==> src/source/lsu_pkg.sv <==
package lsu_pkg;

   // Width codes, matched against funct3[1:0]. Code 2'b11 is reserved.
   localparam logic [1:0] ENCDEC_BYTE = 2'b00;
   localparam logic [1:0] ENCDEC_HALF = 2'b01;
   localparam logic [1:0] ENCDEC_WORD = 2'b10;

   // Core side request, 68 bits.
   typedef struct packed {
      logic        write;     // Store when set.
      logic [2:0]  funct3;    // Bit 2 selects zero extension.
      logic [31:0] addr;      // Byte address.
      logic [31:0] wdata;     // Store data, right aligned.
   } lsu_req_t;

   // Core side response.
   typedef struct packed {
      logic [31:0] rdata;     // Extended load data, zero on stores and faults.
      logic        fault;     // Misaligned or reserved width.
   } lsu_resp_t;

   // Memory side request, one word with byte lanes.
   typedef struct packed {
      logic        write;
      logic [29:0] word_addr;
      logic [3:0]  be;        // Lane enables, bit 0 is the low byte.
      logic [31:0] wdata;     // Already moved to its lanes.
   } mem_req_t;

endpackage

==> src/source/lsu_ctrl.sv <==
`timescale 1ns/10ps

module lsu_ctrl (
   input  logic                clk,
   input  logic                rst_n,
   input  logic                core_req,
   input  lsu_pkg::lsu_req_t   core_cmd,
   output logic                core_ack,
   output lsu_pkg::lsu_resp_t  core_resp,
   output logic                mem_req,
   output lsu_pkg::mem_req_t   mem_cmd,
   input  logic                mem_ack,
   input  logic [31:0]         mem_rdata
);

   typedef enum logic [2:0] {
      ST_IDLE,
      ST_MEM_REQ,
      ST_MEM_REL,
      ST_RESP,
      ST_CORE_REL
   } state_t;

   state_t              state_q;
   lsu_pkg::lsu_req_t   cmd_q;
   lsu_pkg::lsu_resp_t  resp_q;
   logic                core_ack_q;
   logic                mem_req_q;
   logic                accept;
   logic [1:0]          offset;
   logic [31:0]         decode;
   logic                unaligned;
   logic [3:0]          writeb;

   assign accept = (state_q == ST_IDLE) && core_req;
   assign offset = cmd_q.addr[1:0];

   word_encdec u_encdec (
      .funct3    (cmd_q.funct3),
      .addr      (offset),
      .data      (mem_rdata),
      .write     (cmd_q.write),
      .decode    (decode),
      .unaligned (unaligned),
      .writeb    (writeb)
   );

   // Accepted command, held until the core side completes.
   always_ff @(posedge clk) begin
      if (accept) begin
         cmd_q <= core_cmd;
      end
   end

   always_ff @(posedge clk or negedge rst_n) begin
      if (!rst_n) begin
         state_q    <= ST_IDLE;
         core_ack_q <= 1'b0;
         mem_req_q  <= 1'b0;
         resp_q     <= '0;
      end else begin
         case (state_q)
            ST_IDLE: begin
               if (core_req) begin
                  state_q <= ST_MEM_REQ;
               end
            end

            // First cycle here decides; mem_req low means not yet issued.
            ST_MEM_REQ: begin
               if (!mem_req_q) begin
                  if (unaligned) begin
                     resp_q     <= '{rdata: 32'h0000_0000, fault: 1'b1};
                     core_ack_q <= 1'b1;
                     state_q    <= ST_RESP;
                  end else begin
                     mem_req_q <= 1'b1;
                  end
               end else if (mem_ack) begin
                  // Read data is valid while mem_ack is high.
                  resp_q     <= '{rdata: cmd_q.write ? 32'h0000_0000 : decode,
                                  fault: 1'b0};
                  core_ack_q <= 1'b1;
                  mem_req_q  <= 1'b0;
                  state_q    <= ST_MEM_REL;
               end
            end

            ST_MEM_REL: begin
               if (!mem_ack) begin
                  state_q <= ST_RESP;                 // Memory side is idle again.
               end
            end

            ST_RESP: begin
               if (!core_req) begin
                  core_ack_q <= 1'b0;
                  state_q    <= ST_CORE_REL;
               end
            end

            ST_CORE_REL: begin
               resp_q  <= '0;                         // Quiet bus between requests.
               state_q <= ST_IDLE;
            end

            default: begin
               state_q <= ST_IDLE;
            end
         endcase
      end
   end

   assign core_ack  = core_ack_q;
   assign core_resp = resp_q;
   assign mem_req   = mem_req_q;

   // Store lanes follow the byte offset; loads carry an empty mask.
   assign mem_cmd.write     = cmd_q.write;
   assign mem_cmd.word_addr = cmd_q.addr[31:2];
   assign mem_cmd.be        = writeb << offset;
   assign mem_cmd.wdata     = cmd_q.wdata << {offset, 3'b000};

endmodule

==> src/source/word_encdec.sv <==
`timescale 1ns/10ps

module word_encdec (
   input  logic [2:0]  funct3,
   input  logic [1:0]  addr,
   input  logic [31:0] data,
   input  logic        write,
   output logic [31:0] decode,
   output logic        unaligned,
   output logic [3:0]  writeb
);

   logic [1:0]  width;
   logic        zero_ext;
   logic        is_byte;
   logic        is_half;
   logic        is_word;
   logic [7:0]  byte_sel;
   logic [15:0] half_sel;

   assign width    = funct3[1:0];
   assign zero_ext = funct3[2];
   assign is_byte  = (width == lsu_pkg::ENCDEC_BYTE);
   assign is_half  = (width == lsu_pkg::ENCDEC_HALF);
   assign is_word  = (width == lsu_pkg::ENCDEC_WORD);

   always_comb begin
      case (addr)
         2'b00:   byte_sel = data[7:0];
         2'b01:   byte_sel = data[15:8];
         2'b10:   byte_sel = data[23:16];
         default: byte_sel = data[31:24];
      endcase
   end

   // A halfword may start at any lane but the last.
   always_comb begin
      case (addr)
         2'b00:   half_sel = data[15:0];
         2'b01:   half_sel = data[23:8];
         2'b10:   half_sel = data[31:16];
         default: half_sel = 16'h0000;
      endcase
   end

   always_comb begin
      decode    = 32'h0000_0000;
      unaligned = 1'b0;
      if (is_byte) begin
         decode = {{24{~zero_ext & byte_sel[7]}}, byte_sel};
      end else if (is_half) begin
         if (addr == 2'b11) begin
            unaligned = 1'b1;
         end else begin
            decode = {{16{~zero_ext & half_sel[15]}}, half_sel};
         end
      end else if (is_word) begin
         if (addr != 2'b00) begin
            unaligned = 1'b1;
         end else begin
            decode = data;
         end
      end else begin
         unaligned = 1'b1;                        // Reserved width code.
      end
   end

   // Mask for offset 0; the caller shifts it into place.
   assign writeb[0] = write;
   assign writeb[1] = write & (is_half | is_word);
   assign writeb[2] = write & is_word;
   assign writeb[3] = write & is_word;

endmodule

==> config.mk <==
export PLATFORM = sky130hd
export DESIGN_NAME = lsu_ctrl
export DESIGN_NICKNAME = d
export VERILOG_FILES = /design/src/source/lsu_pkg.sv /design/src/source/lsu_ctrl.sv /design/src/source/word_encdec.sv
export SDC_FILE = /design/constraint.sdc
export NUM_CORES = 1
export LEC_CHECK = 0
export BUFFER_PORTS_ARGS = -buffer_cell sky130_fd_sc_hd__buf_2
export CAP_MARGIN = 5
export CORE_MARGIN = 2
export CORE_UTILIZATION = 51
export CTS_BUF_LIST = sky130_fd_sc_hd__clkbuf_8
export DETAILED_ROUTE_END_ITERATION = 16
export PLACE_DENSITY_LB_ADDON = 0.08
export SYNTH_ARGS = -nofsm -noshare
export SYNTH_HDL_FRONTEND = slang
export SYNTH_SLANG_ARGS = --single-unit
==> constraint.sdc <==
create_clock -name clk -period 10.1 [get_ports clk]
set_input_delay 3.03 -clock clk [delete_from_list [all_inputs] [get_ports clk]]
set_output_delay 3.03 -clock clk [all_outputs]
set_load 0.005 [all_outputs]
Yosys cells after proc, flatten, opt, wreduce, memory -nomap -nowiden. Cells that the tools add are included.

Output and inout bits: 102. Bits of input ports: 104. Bits in registers: 106.

Multiplexer cells: 32. Shift-type cells: 2. Eq/ne operators: 14. Reduce and logical (&&, ||, !) cells: 10. Bitwise operators: 6.

Operators by type and width (count): $mux 32 (6); $mux 33 (3); $pmux 33 s2 (1); $pmux 16 s3 (1); $shl 32x5->32 (1); $pmux 8 s3 (1); $mux 3 (6); $mux 1 (12); $pmux 3 s4 (1); $eq 2x2->1 const B (3); $eq 3x2->1 const B (2); $ne 2x2->1 const B (3); $reduce_bool 2->1 (3); $reduce_and 5->1 (1); $and 1x1->1 (4); $eq 2x1->1 const B (2); $logic_not 2->1 (2); $reduce_and 4->1 (1); $shl 4x2->4 (1); $eq 3x1->1 const B (1); $eq 3x3->1 const B (1); $logic_not 3->1 (1); $ne 3x2->1 const B (1); $ne 3x3->1 const B (1); other kinds (5) (5).

Logic depth before layout (Yosys ltp).
Word-level depth: 10. Mapped depth: 9. Gate-level depth less buffers: 7.

Modules after synthesis. From an unflattened synthesis, not the netlist that was laid out.

Cell total of the unflattened synthesis: 429. Area, all modules: 5345.1 um^2.

By module, submodules not included: lsu_ctrl (cells an instance 302, instances 1, area an instance 4405.5 um^2); word_encdec (cells an instance 127, instances 1, area an instance 939.7 um^2).

Least setup slack after synthesis. Ideal clock, no wire load.

Path type: input-to-reg. From: input port core_req. To: register cmd_q[0] (netlist name), enable pin. Stages: 1. Arrival: 9.918 ns. Data required time: 9.414 ns. Setup slack: -0.504 ns. Cell sequence: nor4b_1.

Cells in the longest elaborated chain, start to end: 1.

RTL lines: from (decl) (RTL line lsu_ctrl.sv:6) `input logic core_req,`; $logic_and 1x1->1 (RTL line lsu_ctrl.sv:35) `assign accept = (state_q == ST_IDLE) && core_req;`; to (signal assigned) (RTL line lsu_ctrl.sv:51) `cmd_q <= core_cmd;`; to (decl) (RTL line lsu_ctrl.sv:25) `lsu_pkg::lsu_req_t cmd_q;`.

No other way between the ends. A chain may end at the register's enable or synchronous reset.

==> impl_metrics.json <==
{
  "grt_pass1_wl_mm": 20.7,
  "yosysTopAreaCell": "edfxtp_1",
  "hold_viol": 0,
  "htreeDepth": 3,
  "overflow": 0,
  "mappedNetlistArea_um2": 5350,
  "grt_pass1_vias": 4108,
  "antennaDiodeCount": 0,
  "setup-violations-final": 0,
  "max_stage_delay_ns": 0.78,
  "grt_max_degree": 72,
  "fin_crit_sh_pct": 55.2,
  "min_period_ns": 5.58,
  "num_rows": 37,
  "top_usage_layer": "met2",
  "wl_per_cell_um": 17.4,
  "fmax_mhz": 179,
  "die-height_um": 106,
  "power_density_nw_per_um2": 233,
  "maxCapViolations": 0,
  "dpl.hpwl_mm": 9.30,
  "start_kind": "flop",
  "numCtsBuffers": 9,
  "syn_area_per_cell_um2": 11.2,
  "synth_top_area_share_pct": 38.1,
  "synth_nets": 584,
  "ir_drop_mv": 0.123,
  "ios": 206,
  "grt_antenna_before_repair": 0,
  "cts-hold-fix-buffers": 0,
  "netlist_instances": 477,
  "cts_tree": "built",
  "async_flop_share_pct": 35.8,
  "wirelength_mm": 13.4,
  "clk_latency_ns": 0.37,
  "nets": 737,
  "fp.dieW_um": 106,
  "crit_chain": "buf_4 -> nor2b_1 -> nand2_1 -> o21ai_0 -> and2_1 -> buf_2",
  "ys_seq_elements": 106,
  "post_cts_resized": 0,
  "met1_usage_pct": 31.3,
  "drive_gt1_share_pct": 38.0,
  "status": "finished clean",
  "cts_setup_buffers": 0,
  "worstSetupPathType": "flop to primary output",
  "critPathTopFamily": "simple AND/OR/NAND/NOR gates",
  "drv_slew": 0,
  "synth_edf_count": 68,
  "rsz0062_at_grt": "no",
  "p_total_w": 0.00149,
  "ys_types": 50,
  "holdCritPathClass": "flop to flop",
  "grtUsageTotal_pct": 23.5,
  "yosysMostFrequentCell": "edfxtp_1",
  "ys_top_cells_by_count": "edfxtp_1 (68), o21ai_0 (43), a21oi_1 (38), dfrtp_1 (38), buf_4 (33)",
  "viasPerCell": 5.59,
  "dp.cells": 755,
  "synth_area_leaders": "edfxtp_1 (38%), dfrtp_1 (18%), buf_4 (4.6%), o21ai_0 (4.0%), o31ai_1 (3.6%)",
  "r2r_setup_slack_ns": 6.55,
  "io_buffers": 205,
  "dieArea_um2": 11300,
  "hold_ws_ns": 0.496,
  "place_congestion": 0.910,
  "vias": 4308,
  "crit_buf_inv": 2,
  "clkTransAtPathRegs_ns": 0.09,
  "clockBufferDepth": 2,
  "arrival_ns": 2.55,
  "worstPathMaxFanout": 69,
  "first_pass_iters": 5,
  "ys_seq_area_share_pct": 55.9,
  "use_met3_pct": 4.97,
  "end_kind": "primary output",
  "ant_nets": 0,
  "synthToLayoutAreaGrowth_pct": 19.5,
  "worstMarginPinSlew_ns": 1.07,
  "clock_skew_ns": 0.0120,
  "fillers": 873,
  "use_met2_pct": 38.0,
  "clock_sinks": 106,
  "power.leakage_nw": 2.84,
  "fin_cells": 771,
  "root_buffer": "clkbuf_8",
  "synth-main-ff-cell": "edfxtp_1",
  "drc": 0,
  "yosysWarnings": 0,
  "drtIter0Drc": 217,
  "core_um2": 10300,
  "cpMaxStageDelayCell": "nor2b_1",
  "start_util_pct": 52.1,
  "fin_tns_setup_ns": 0,
  "cp_data_required_time_ns": 7.07,
  "maxSlewHeadroom_pct": 28.6
}
[layout by cell type (no fill, tap or decap), types with 3 or more instances in the layout]
cell and n:
a211oi_1 16, a2111oi_0 7, nor2_1 18, nor2b_1 12
ha_1 3, inv_1 10, and2_1 15, o31ai_1 26
o21ai_0 43, o22ai_1 9, mux2_1 4, nor3_1 3
nand2_1 28, a31oi_1 5, edfxtp_1 68, a2bb2oi_1 6
dfrtp_1 38, mux2i_1 18, nand3_1 9, buf_4 5
nand2b_1 3, buf_2 205, clkbuf_8 9, mux2_2 5
a21oi_1 38
[cell families after synthesis]
family	count (synthesis)	synth area share [%]
buf+inv	78	8.55
fa+ha+maj	3	0.701
mux	28	5.68
simple gates	99	9.53
compound gates	163	19.6
flops	106	55.9
[per-layer routing]
layer	up-vias	wire length, um
met5	-	0
li1	2044	-
met4	0	168
met1	2046	5590
met2	205	6540
met3	13	1080
[where the power goes]
| part | switching [W] | leakage, nW | internal (W) |
|---|---|---|---|
| Combinational | 0.000320 | 1.59 | 0.000215 |
| Clock | 0.000146 | 0.111 | 0.000140 |
| Sequential | 0.0000765 | 1.14 | 0.000592 |
[metrics by stage]
| step | util [%] | cell area, um2 | setup slack, ns |
|---|---|---|---|
| after global placement | 60.2 | 6180 | 4.74 |
| after detailed placement | 60.2 | 6180 | 4.67 |
| after CTS | 62.3 | 6400 | 4.48 |
| final | 62.3 | 6400 | 4.52 |
| after global routing | 62.3 | 6400 | 4.26 |
| after floorplan | - | 5360 | 2.79 |
[final timing paths]
path | startpoint | to | depth (start not counted)
setup / recovery | cmd_q[32]$_DFFE_PP_ | mem_cmd[34] | 6
hold / removal | core_resp[5]$_DFFE_PN0P_ | core_resp[5]$_DFFE_PN0P_ | 1
setup reg to reg | cmd_q[64]$_DFFE_PP_ | core_resp[3]$_DFFE_PN0P_ | 7
hold reg to reg | core_resp[5]$_DFFE_PN0P_ | core_resp[5]$_DFFE_PN0P_ | 1
max in group asynchronous | rst_n | state_q[2]$_DFFE_PN0P_ | 1
min in group asynchronous | rst_n | core_resp[29]$_DFFE_PN0P_ | 1
[flip-flops by register name, summed over array words and instances, names as in the netlist]
name and count:
mem_req 1, cmd_q 37, mem_cmd 31, state_q 3
core_resp 33, core_ack 1
[cell type report]
class                           count  area (um2)  share of cell area (%)
Timing Repair Buffer              210        1060                    16.6
Inverter                           10        37.5                   0.587
Sequential cell                   106        2990                    46.8
Tap cell                          136         170                    2.66
Clock inverter                      7        93.8                    1.47
Multi-Input combinational cell    293        1920                    30.0
Clock buffer                        9         124                    1.94
(Power assumes the default switching activity.)
